File: src/rtl/opm_pkg.sv
package opm_pkg;

    // bus and datapath widths
    typedef logic [7:0]         bus_byte_t;    // bus or register byte
    typedef logic [4:0]         slot_t;
    typedef logic [9:0]         timer_a_t;
    typedef logic [7:0]         timer_b_t;
    typedef logic [4:0]         nfrq_t;
    typedef logic signed [15:0] sample_t;
    typedef logic [15:0]        dac_t;         // offset binary

    localparam int SLOTS        = 32;          // slot cycles per frame
    localparam int BUSY_TICKS   = 64;
    localparam int BUSY_CNT_W   = $clog2(BUSY_TICKS);
    localparam logic [16:0] NOISE_SEED = 17'h0_0001;

    // register map
    localparam bus_byte_t ADDR_NOISE      = 8'h0F;  // ne, nfrq
    localparam bus_byte_t ADDR_TA_HI      = 8'h10;  // timer A 9..2
    localparam bus_byte_t ADDR_TA_LO      = 8'h11;  // timer A 1..0
    localparam bus_byte_t ADDR_TB         = 8'h12;
    localparam bus_byte_t ADDR_TIMER_CTRL = 8'h14;
    localparam bus_byte_t ADDR_LEVEL      = 8'h19;
    localparam bus_byte_t ADDR_CT         = 8'h1B;  // bit6 ct1, bit7 ct2
    localparam bus_byte_t ADDR_PAN        = 8'h20;  // bit6 left, bit7 right

    typedef enum logic {
        BUSY_IDLE,
        BUSY_WAIT
    } busy_state_t;

    typedef struct packed {
        timer_a_t value_a;
        timer_b_t value_b;
        logic     load_a;      // run while set
        logic     load_b;
        logic     irq_en_a;
        logic     irq_en_b;
        logic     clr_a;       // one tick
        logic     clr_b;
    } timer_cfg_t;

    typedef struct packed {
        logic  ne;
        nfrq_t nfrq;
    } noise_cfg_t;

    typedef struct packed {
        bus_byte_t level;
        logic      pan_left;
        logic      pan_right;
    } mix_cfg_t;

    typedef struct packed {
        slot_t cycles;
        logic  frame_start;    // cycles == 0
        logic  half;           // cycles == 16
    } slot_tick_t;

endpackage
File: src/rtl/opm_top.sv
`timescale 1ns/1ns

module opm_top import opm_pkg::*; (
    input  logic      zero,
    input  logic      reset,
    input  logic      cen,
    input  logic      cs_n,
    input  logic      wr_n,
    input  logic      a0,
    input  bus_byte_t din,
    output bus_byte_t dout,
    output logic      ct1,
    output logic      ct2,
    output logic      irq_n,
    output logic      sample,
    output sample_t   left,
    output sample_t   right,
    output dac_t      dac_left,
    output dac_t      dac_right
);

    logic       write;
    logic       busy;
    logic       flag_a;
    logic       flag_b;
    logic       noise;
    timer_cfg_t timer_cfg;
    noise_cfg_t noise_cfg;
    mix_cfg_t   mix_cfg;
    slot_tick_t tick;

    assign write = !cs_n && !wr_n;

    // status byte
    assign dout = {busy, 5'b0, flag_b, flag_a};

    opm_mmr u_mmr (
        .zero      ( zero      ),
        .reset     ( reset     ),
        .cen       ( cen       ),
        .write     ( write     ),
        .a0        ( a0        ),
        .din       ( din       ),
        .busy      ( busy      ),
        .ct1       ( ct1       ),
        .ct2       ( ct2       ),
        .timer_cfg ( timer_cfg ),
        .noise_cfg ( noise_cfg ),
        .mix_cfg   ( mix_cfg   ),
        .tick      ( tick      )
    );

    opm_timers u_timers (
        .zero      ( zero      ),
        .reset     ( reset     ),
        .cen       ( cen       ),
        .tick      ( tick      ),
        .timer_cfg ( timer_cfg ),
        .flag_a    ( flag_a    ),
        .flag_b    ( flag_b    ),
        .irq_n     ( irq_n     )
    );

    opm_noise u_noise (
        .zero      ( zero      ),
        .reset     ( reset     ),
        .cen       ( cen       ),
        .tick      ( tick      ),
        .noise_cfg ( noise_cfg ),
        .noise     ( noise     )
    );

    opm_mixer u_mixer (
        .zero      ( zero         ),
        .reset     ( reset        ),
        .cen       ( cen          ),
        .tick      ( tick         ),
        .mix_cfg   ( mix_cfg      ),
        .ne        ( noise_cfg.ne ),
        .noise     ( noise        ),
        .sample    ( sample       ),
        .left      ( left         ),
        .right     ( right        ),
        .dac_left  ( dac_left     ),
        .dac_right ( dac_right    )
    );

endmodule

File: src/rtl/opm_mixer.sv
`timescale 1ns/1ns

module opm_mixer import opm_pkg::*; (
    input  logic       zero,
    input  logic       reset,
    input  logic       cen,
    input  slot_tick_t tick,
    input  mix_cfg_t   mix_cfg,
    input  logic       ne,
    input  logic       noise,
    output logic       sample,
    output sample_t    left,
    output sample_t    right,
    output dac_t       dac_left,
    output dac_t       dac_right
);

    sample_t mag;
    sample_t noise_val;
    sample_t left_next;
    sample_t right_next;

    assign mag       = sample_t'({2'b00, mix_cfg.level, 6'd0});    // level * 64
    assign noise_val = noise ? mag : -mag;
    assign left_next  = (ne && mix_cfg.pan_left)  ? noise_val : '0;
    assign right_next = (ne && mix_cfg.pan_right) ? noise_val : '0;

    always_ff @(posedge zero) begin
        if (reset) begin
            sample <= 1'b0;
            left   <= '0;
            right  <= '0;
        end else if (cen) begin
            sample <= tick.frame_start;    // marks the new pair
            if (tick.frame_start) begin
                left  <= left_next;
                right <= right_next;
            end
        end
    end

    // sign flip gives offset binary
    assign dac_left  = {~left[15],  left[14:0]};
    assign dac_right = {~right[15], right[14:0]};

endmodule

File: src/rtl/opm_noise.sv
`timescale 1ns/1ns

module opm_noise import opm_pkg::*; (
    input  logic       zero,
    input  logic       reset,
    input  logic       cen,
    input  slot_tick_t tick,
    input  noise_cfg_t noise_cfg,
    output logic       noise
);

    logic [16:0] lfsr;
    nfrq_t       period_cnt;    // frames since last shift
    logic        period_end;

    // higher nfrq gives a shorter period
    assign period_end = (period_cnt == (nfrq_t'(31) - noise_cfg.nfrq));

    // stepping mid frame keeps the bit stable at frame_start
    always_ff @(posedge zero) begin
        if (reset) begin
            lfsr       <= NOISE_SEED;
            period_cnt <= '0;
        end else if (cen) begin
            if (!noise_cfg.ne) begin
                lfsr       <= NOISE_SEED;
                period_cnt <= '0;
            end else if (tick.half) begin
                if (period_end) begin
                    period_cnt <= '0;
                    lfsr       <= {lfsr[0] ^ lfsr[3], lfsr[16:1]};
                end else begin
                    period_cnt <= period_cnt + 1'b1;
                end
            end
        end
    end

    assign noise = lfsr[0];

endmodule

File: src/rtl/opm_timers.sv
`timescale 1ns/1ns

module opm_timers import opm_pkg::*; (
    input  logic       zero,
    input  logic       reset,
    input  logic       cen,
    input  slot_tick_t tick,
    input  timer_cfg_t timer_cfg,
    output logic       flag_a,
    output logic       flag_b,
    output logic       irq_n
);

    timer_a_t   cnt_a;
    timer_b_t   cnt_b;
    logic [3:0] presc_b;      // 16 frames per timer B step
    logic       load_a_d;
    logic       load_b_d;
    logic       start_a;
    logic       start_b;
    logic       step_b;
    logic       over_a;
    logic       over_b;

    // a rising load bit restarts the count from the programmed value
    assign start_a = timer_cfg.load_a && !load_a_d;
    assign start_b = timer_cfg.load_b && !load_b_d;
    assign step_b  = tick.frame_start && (presc_b == '1);

    assign over_a = timer_cfg.load_a && !start_a && tick.frame_start && (cnt_a == '1);
    assign over_b = timer_cfg.load_b && !start_b && step_b && (cnt_b == '1);

    always_ff @(posedge zero) begin
        if (reset) begin
            load_a_d <= 1'b0;
            load_b_d <= 1'b0;
            presc_b  <= '0;
            cnt_a    <= '0;
            cnt_b    <= '0;
        end else if (cen) begin
            load_a_d <= timer_cfg.load_a;
            load_b_d <= timer_cfg.load_b;
            if (tick.frame_start)
                presc_b <= presc_b + 1'b1;    // free running

            if (start_a || over_a)
                cnt_a <= timer_cfg.value_a;
            else if (timer_cfg.load_a && tick.frame_start)
                cnt_a <= cnt_a + 1'b1;

            if (start_b || over_b)
                cnt_b <= timer_cfg.value_b;
            else if (timer_cfg.load_b && step_b)
                cnt_b <= cnt_b + 1'b1;
        end
    end

    // clear pulse beats an overflow on the same tick
    always_ff @(posedge zero) begin
        if (reset) begin
            flag_a <= 1'b0;
            flag_b <= 1'b0;
        end else if (cen) begin
            if (timer_cfg.clr_a)
                flag_a <= 1'b0;
            else if (over_a)
                flag_a <= 1'b1;

            if (timer_cfg.clr_b)
                flag_b <= 1'b0;
            else if (over_b)
                flag_b <= 1'b1;
        end
    end

    assign irq_n = ~((flag_a && timer_cfg.irq_en_a) || (flag_b && timer_cfg.irq_en_b));

endmodule

File: src/rtl/opm_mmr.sv
`timescale 1ns/1ns

module opm_mmr import opm_pkg::*; (
    input  logic       zero,
    input  logic       reset,
    input  logic       cen,
    input  logic       write,
    input  logic       a0,
    input  bus_byte_t  din,
    output logic       busy,
    output logic       ct1,
    output logic       ct2,
    output timer_cfg_t timer_cfg,
    output noise_cfg_t noise_cfg,
    output mix_cfg_t   mix_cfg,
    output slot_tick_t tick
);

    bus_byte_t             addr;
    busy_state_t           state;
    logic [BUSY_CNT_W-1:0] busy_cnt;
    slot_t                 cycles;
    logic                  data_wr;

    // data writes are dropped while busy
    assign data_wr = cen && write && a0 && (state == BUSY_IDLE);
    assign busy    = (state == BUSY_WAIT);

    // slot sequencer, one frame every SLOTS ticks
    always_ff @(posedge zero) begin
        if (reset) begin
            cycles <= '0;
        end else if (cen) begin
            if (cycles == slot_t'(SLOTS - 1))
                cycles <= '0;
            else
                cycles <= cycles + 1'b1;
        end
    end

    assign tick.cycles      = cycles;
    assign tick.frame_start = (cycles == '0);
    assign tick.half        = (cycles == slot_t'(SLOTS / 2));

    // address latch
    always_ff @(posedge zero) begin
        if (reset) begin
            addr <= '0;
        end else if (cen && write && !a0) begin
            addr <= din;
        end
    end

    // busy FSM
    always_ff @(posedge zero) begin
        if (reset) begin
            state    <= BUSY_IDLE;
            busy_cnt <= '0;
        end else if (cen) begin
            case (state)
                BUSY_IDLE: begin
                    if (data_wr) begin
                        state    <= BUSY_WAIT;
                        busy_cnt <= '0;
                    end
                end
                BUSY_WAIT: begin
                    if (busy_cnt == BUSY_CNT_W'(BUSY_TICKS - 1))
                        state <= BUSY_IDLE;
                    else
                        busy_cnt <= busy_cnt + 1'b1;
                end
                default: state <= BUSY_IDLE;
            endcase
        end
    end

    // register storage
    always_ff @(posedge zero) begin
        if (reset) begin
            timer_cfg <= '0;
            noise_cfg <= '0;
            mix_cfg   <= '0;
            ct1       <= 1'b0;
            ct2       <= 1'b0;
        end else if (cen) begin
            timer_cfg.clr_a <= 1'b0;    // clear pulses last one tick
            timer_cfg.clr_b <= 1'b0;
            if (data_wr) begin
                case (addr)
                    ADDR_NOISE: begin
                        noise_cfg.ne   <= din[7];
                        noise_cfg.nfrq <= din[4:0];
                    end
                    ADDR_TA_HI: timer_cfg.value_a[9:2] <= din;
                    ADDR_TA_LO: timer_cfg.value_a[1:0] <= din[1:0];
                    ADDR_TB:    timer_cfg.value_b      <= din;
                    ADDR_TIMER_CTRL: begin
                        timer_cfg.load_a   <= din[0];
                        timer_cfg.load_b   <= din[1];
                        timer_cfg.irq_en_a <= din[2];
                        timer_cfg.irq_en_b <= din[3];
                        timer_cfg.clr_a    <= din[4];
                        timer_cfg.clr_b    <= din[5];
                    end
                    ADDR_LEVEL: mix_cfg.level <= din;
                    ADDR_CT: begin
                        ct1 <= din[6];
                        ct2 <= din[7];
                    end
                    ADDR_PAN: begin
                        mix_cfg.pan_left  <= din[6];
                        mix_cfg.pan_right <= din[7];
                    end
                    default: ;    // unmapped
                endcase
            end
        end
    end

endmodule

File: config.mk
export PLATFORM = sky130hd
export DESIGN_NAME = opm_top
export DESIGN_NICKNAME = d
export VERILOG_FILES = /design/src/rtl/opm_pkg.sv /design/src/rtl/opm_top.sv /design/src/rtl/opm_mixer.sv /design/src/rtl/opm_noise.sv /design/src/rtl/opm_timers.sv /design/src/rtl/opm_mmr.sv
export SDC_FILE = /design/constraint.sdc
export NUM_CORES = 1
export LEC_CHECK = 0
export ABC_AREA = 1
export BUFFER_PORTS_ARGS = -buffer_cell sky130_fd_sc_hd__buf_4
export CAP_MARGIN = 20
export CELL_PAD_IN_SITES_DETAIL_PLACEMENT = 0
export CELL_PAD_IN_SITES_GLOBAL_PLACEMENT = 1
export CORE_MARGIN = 1.5
export CORE_UTILIZATION = 45
export CTS_BUF_LIST = sky130_fd_sc_hd__clkbuf_8 sky130_fd_sc_hd__clkbuf_16
export DETAILED_ROUTE_END_ITERATION = 12
export PLACE_DENSITY_LB_ADDON = 0.1
export SLEW_MARGIN = 10
export SYNTH_ARGS = -nofsm -noshare
export SYNTH_HDL_FRONTEND = slang
export SYNTH_SLANG_ARGS = --single-unit
File: constraint.sdc
create_clock -name zero -period 2.87 [get_ports zero]
set_input_delay 0.574 -clock zero [delete_from_list [all_inputs] [get_ports zero]]
set_output_delay 0.574 -clock zero [all_outputs]
set_load 0.02 [all_outputs]
* After elaboration in Yosys (flattened, before gate mapping) *
Cells that the tools add are included.

word-level totals
  output and inout port bits = 76
  ROM bits = 0
  latch bits = 0
  bits in writable memories = 0
  logic and storage cells = 141
  flip-flop bits (word level) = 143
  memories kept = 0
  bits of input ports = 14

cells by class
  magnitude comparators = 0
  shifts and indexed selects = 0
  reductions and logical operators = 51
  multipliers = 0
  multiplexer cells = 26
  add/subtract/negate cells = 8
  bitwise gates (word level) = 5
  divide/modulo/power cells = 0
  equal/unequal tests = 19

operators with widths
  kind                                                              count
  17-bit 2-to-1 mux                                                 3
  8-bit by 5-bit == test with 1-bit output (second input constant)  6
  16-bit 2-to-1 mux                                                 3
  3-bit AND reduction                                               10
  1-bit logical AND                                                 20
  10-bit 2-to-1 mux                                                 2
  5-bit 2-to-1 mux                                                  4
  8-bit 2-to-1 mux                                                  2
  14-bit negation with 16-bit output                                1
  6-bit 2-to-1 mux                                                  2
  6-bit one-hot mux with 2 select lines                             1
  2-bit AND reduction                                               6
  10-bit by 1-bit adder with 10-bit output (second input constant)  1
  5-bit by 1-bit adder with 5-bit output (second input constant)    2
  10-bit == test (second input constant)                            1
  5-bit == test (second input constant)                             2
  8-bit by 1-bit adder with 8-bit output (second input constant)    1
  8-bit by 4-bit == test with 1-bit output (second input constant)  1
  8-bit by 6-bit == test with 1-bit output (second input constant)  1
  8-bit == test (second input constant)                             1
  2-bit nonzero test                                                4
  1-bit logical NOT                                                 7
  6-bit by 1-bit adder with 6-bit output (second input constant)    1
  6-bit == test (second input constant)                             1
  13 further kinds                                                  26

* Depth between registers and ports, before layout *
  depth after elaboration = 9
  gate-level depth with buffers = 13
  gate-level depth less buffers = 12

* By module *
Synthesis repeated with hierarchy kept, for this count alone.

second synthesis, totals
  cell total of the unflattened synthesis = 1057
  area, all modules = 7031.7 um^2

modules (own cells, without submodules)
  module      area each (um^2)  cells each  sequential area each (um^2)  times used
  opm_mmr     2815.2            421         1241.2                       1
  opm_timers  1747.9            284         520.5                        1
  opm_mixer   1271.2            177         420.4                        1
  opm_noise   1129.8            165         440.4                        1
  opm_top     67.6              10          0.0                          1

* Worst setup path after synthesis *
No wires, ideal clock.

  path kind = input port to flip-flop
  from = input cen
  to = register u_mmr.mix_cfg[7] (netlist name)
  data required time = 2750 ps
  library setup time = 120 ps
  buffers on the path = 2
  stages = 9
  slack = 1171 ps
  arrival = 1579 ps
  cell sequence = buf_6 -> inv_2 -> nor3_4 -> nand3_2 -> inv_2 -> nand3_2 -> buf_4 -> o21ai_0 -> a21oi_1

on the way
  word-level cells in the longest chain between the ends = 4

ends and longest elaborated chain
  item                                      RTL line       source
  start, declared                           opm_top.sv:6   input logic cen,
  1-bit logical AND (3 in series)           opm_mmr.sv:26  assign data_wr = cen && write && a0 && (state == BUSY_IDLE);
  3-bit AND reduction (no source line) (*)  --

Mark *: on every way between the ends. The rest lies on a longest branch, timed or not.
A chain may end at the register's enable or synchronous reset.

* Worst setup path in the final report *
  from = register u_mmr.cycles[1]
  to = register u_noise.lfsr[0]

on the way
  word-level cells in the longest chain between the ends = 3

ends and longest elaborated chain
  item                                    RTL line         source
  start, declared                         opm_mmr.sv:22    slot_t cycles;
  start signal, assigned                  opm_mmr.sv:37    cycles <= cycles + 1'b1;
  5-bit == test                           opm_mmr.sv:43    assign tick.half = (cycles == slot_t'(SLOTS / 2));
  2-bit inequality test (no source line)  --
  3-bit AND reduction (no source line)    --
  end signal, assigned                    opm_noise.sv:31  lfsr <= {lfsr[0] ^ lfsr[3], lfsr[16:1]};
  end, declared                           opm_noise.sv:12  logic [16:0] lfsr;

Every way passes these cells.

==> impl_table.tex <==
\begin{tabular}{lr}
\hline
Metric & Value \\
\hline
\multicolumn{2}{l}{\textbf{CTS}} \\
\quad Hold\_buf cts & 0 \\
\quad Clock slew at the register clock pins of the worst setup and hold paths & 60 ps \\
\quad Clock Root Buffer & clkbuf\_16 \\
\quad Clock net sink count & 131 \\
\quad Post-CTS resize count & 0 \\
\quad Latest clock arrival within the worst-skew pair & 420 ps \\
\quad Clock tree from TritonCTS & built \\
\quad Clock buffers created by TritonCTS & 17 \\
\quad Post CTS Setup Buffer Count & 0 \\
\quad Level count of the clock H-tree & 4 \\
\quad Largest buffer count on any clock path & 2 \\
\multicolumn{2}{l}{\textbf{Power}} \\
\quad Worst-case vdd ir drop & 0.385 mV \\
\quad Static Leak & 3.23 nW \\
\quad Power Density & 559 nW/um\^{}2 \\
\multicolumn{2}{l}{\textbf{Place}} \\
\quad Detailed placement HPWL & roughly 10 mm \\
\quad Port Buf Inserts & 60 \\
\quad Number of placed instances, taps included & 1126 \\
\quad Post-Place Cell Area & 6840 sq um \\
\quad Final estimated routing congestion in global placement & 0.827 \\
\multicolumn{2}{l}{\textbf{STA}} \\
\quad Setup clock skew after layout & $\sim$6.4 ps \\
\quad Tcrit/Tclk final & 0.754 \\
\quad Maximum frequency from static timing analysis & 0.462 GHz \\
\quad Count of endpoints failing hold in the final timing report & 0 \\
\quad Transition at the pin with the smallest max-transition slack & roughly 700 ps \\
\quad Total negative slack & 0 ps \\
\quad RSZ-0062 raised after global routing & no \\
\quad Final-report setup violation count & 0 \\
\quad Slew Viols, Final & 0 \\
\quad Final Critical Period & between 2000 and 2500 ps \\
\quad Worst rel slew slack & 0.533 \\
\quad Minimum hold slack & 442 ps \\
\multicolumn{2}{l}{\textbf{Worst setup path}} \\
\quad Worst reg2reg path startpoint & u\_mmr.cycles[1]\$\_SDFFE\_PP0P\_ \\
\quad Worst EP arrival & 2460 ps \\
\quad R2R Setup Slk & between 700 and 800 ps \\
\quad R2R Path End & u\_noise.lfsr[0]\$\_SDFFE\_PP1P\_ \\
\quad Number of cells traversed by the worst register-to-register path & 10 \\
\quad Worst setup path category & flop to flop \\
\quad Required time of the critical path & between 3000 and 4000 ps \\
\quad Endpoint class of the critical path & flop \\
\quad Type of element launching the critical path & flop \\
\quad Crit path max fanout & 21 \\
\multicolumn{2}{l}{\textbf{Die}} \\
\quad Placeable core area & 14000 sq um \\
\quad Die Footprint & around 15000 sq um \\
\quad Initial cell density of the core & 0.465 \\
\quad Num ports & 90 \\
\quad Die Ht & 123 um \\
\quad Floorplan row count & 43 \\
\quad Chip Width & 123 um \\
\multicolumn{2}{l}{\textbf{Synthesis}} \\
\quad FFs w/ async S/R, synth & 0 \\
\quad Synthesized area & 6530 sq um \\
\quad Cell taking the most area after synthesis & dfxtp\_1 \\
\quad Mean instance size in the synthesized netlist & 6.99 sq um \\
\quad Area contributors post-synth & dfxtp\_1, nand2\_1, a21oi\_1, nand3\_1, buf\_4 \\
\quad Share of Yosys cell area claimed by the top area cell type & 0.402 \\
\quad Syn. warnings & 0 \\
\quad Number of flops mapped to enable cells by yosys & 0 \\
\quad Synth Register Bits & 131 \\
\quad Fraction of the yosys area taken by sequential cells & 0.402 \\
\quad Most instantiated flip-flop cell in the synthesis netlist & dfxtp\_1 \\
\quad Distinct cell type count of the synthesized netlist & 36 \\
\quad Number of standard cells after synthesis & 934 \\
\multicolumn{2}{l}{\textbf{Finish}} \\
\quad Diodes inserted & 0 \\
\quad Most used cells in the layout excluding fill and tap cells & nand2\_1, dfxtp\_1, inv\_1 \\
\quad Final instance count without filler cells & about 1200 \\
\quad Post-route standard cell area excluding fillers & 7410 sq um \\
\quad Layout overhead on the synthesized area & 13.4\% \\
\quad Final Core Density & 0.527 \\
\quad Leading cell type in the layout, fill and taps excluded & nand2\_1 \\
\quad Fraction of final layout cells with drive strength greater than 1 & 0.121 \\
\quad Number of nets in the finished design & 988 \\
\multicolumn{2}{l}{\textbf{Global route}} \\
\quad Initial antenna violation count & 0 \\
\quad Vias in the first global route & 4966 \\
\quad Global-route wire length before repair & between 20 and 25 mm \\
\quad Overall overflow remaining after global route & 0 \\
\quad Maximum number of pins on one net before global-route repair & 67 \\
\quad Global-route usage over all layers & 0.206 \\
\multicolumn{2}{l}{\textbf{Run}} \\
\quad Max-cap violation count & 0 \\
\multicolumn{2}{l}{\textbf{Routing}} \\
\quad Routed wire length & 15.1 mm \\
\quad Number of iterations in the first detailed-routing pass & 5 \\
\quad Routed wire length per instance & about 13 um \\
\quad Count of nets left with antenna violations after detail routing & 0 \\
\quad Initial drt markers & 353 \\
\quad Count of vias placed by the detailed router & 5752 \\
\quad DRC errors left & 0 \\
\quad Via density per instance & 4.97 \\
\multicolumn{2}{l}{\textbf{Hold path}} \\
\quad Hold crit path type & flop to flop \\
\quad Startpoint of the most critical hold path & u\_mmr.timer\_cfg[15]\$\_SDFFE\_PP0P\_ \\
\quad Cell count of the worst hold path & 2 \\
\quad Hold-critical path endpoint & u\_mmr.timer\_cfg[15]\$\_SDFFE\_PP0P\_ \\
\multicolumn{2}{l}{\textbf{Outcome}} \\
\quad Outcome & complete, no violations \\
\hline
\end{tabular}
==> where the power goes <==
part / internal [mW] / switching [mW] / total, mW / leakage [nW]
combinational: 0.0504 / 0.166 / 0.216 / 1.87
sequential: 1.84 / 0.0143 / 1.85 / 1.06
clock: 1.32 / 0.758 / 2.07 / 0.303
==> worst max-delay path by stage <==
stage	start	endpoint	slack, ps	depth (start not counted)
global route	u_mmr.cycles[0]$_SDFFE_PP0P_	u_noise.lfsr[2]$_SDFFE_PP0P_	520	10
finish	u_mmr.cycles[1]$_SDFFE_PP0P_	u_noise.lfsr[0]$_SDFFE_PP1P_	710	10
detailed placement	cen	u_mmr.timer_cfg[20]$_SDFFE_PP0P_	660	9
global placement	cen	u_mmr.timer_cfg[18]$_SDFFE_PP0P_	740	9
CTS	u_mmr.cycles[1]$_SDFFE_PP0P_	u_noise.lfsr[0]$_SDFFE_PP1P_	720	10
floorplan	cen	u_mmr.mix_cfg[7]$_SDFFE_PP0P_	1170	9
==> cells by family (layout without fill, tap and decap cells) <==
logic type	count (synthesis)	after routing	synth area share
buffers and inverters	189	204	0.142
AND/OR/NAND/NOR	423	423	0.288
flip-flops	131	131	0.402
AO/OA/AOI/OAI	162	162	0.126
XOR/XNOR	19	19	0.0255
adder cells (fa/ha/maj)	9	9	0.0172
other	1	29	0.000574
==> registers in the layout, indices dropped and copies added (netlist names), 4 cells and up <==
name,flops
u_mmr.timer_cfg,24
u_noise.lfsr,17
u_mixer.left,10
u_mixer.right,10
u_mmr.mix_cfg,10
u_timers.cnt_a,10
u_mmr.addr,8
u_timers.cnt_b,8
u_mmr.busy_cnt,6
u_mmr.noise_cfg,6
u_mmr.cycles,5
u_noise.period_cnt,5
u_timers.presc_b,4
==> area by class of cell <==
class,instances,area (sq um)
fill,1400,6640
multi-input combinational,642,3090
sequential,131,2620
timing repair buffer,66,508
clock buffer,20,467
inverter,107,402
tap,180,225
clock inverter,11,97.6
==> routing by layer <==
layer / vias up / share of wire / wire, um / track usage
met1: 2604 / 0.49 / 7370 / 0.278
met4: 0 / 0.013 / 202 / 0.0697
met2: 129 / 0.45 / 6880 / 0.325
li1: 3003 / - / - / -
met5: - / 0 / 0 / 0
met3: 16 / 0.044 / 671 / 0.0466
==> cells in the mapped netlist (3+ instances only) <==
cell and n:
nor3_1 15, buf_4 52, dfxtp_1 131, ha_1 9, inv_2 6, nor2_1 85, nand3_1 80, o21ai_1 4
or2_2 3, nor3_4 3, nand2_1 202, nand3_2 3, nand4_1 19, buf_1 4, xnor2_1 3, clkbuf_1 18
inv_1 100, buf_2 6, xor2_1 16, nand2_2 5, a21oi_1 92, o21ai_0 62
==> per-stage QoR <==
step	setup WS, ps	total power [mW]
after CTS	719	4.18
after detailed placement	663	2.11
after global routing	519	4.29
final	707	4.14
after floorplan	1170	2.07
after global placement	742	2.10
==> worst max-delay path, cell delays in order (launching register included) <==
cell,delay (ps)
dfxtp_1,310
inv_1,90
ha_1,200
nand2_1,90
o21ai_1,120
nand2_1,220
inv_2,360
nand2_1,280
buf_4,250
nand2_1,60
nand3_1,60
Note: power is estimated with default switching activity, not from simulation.
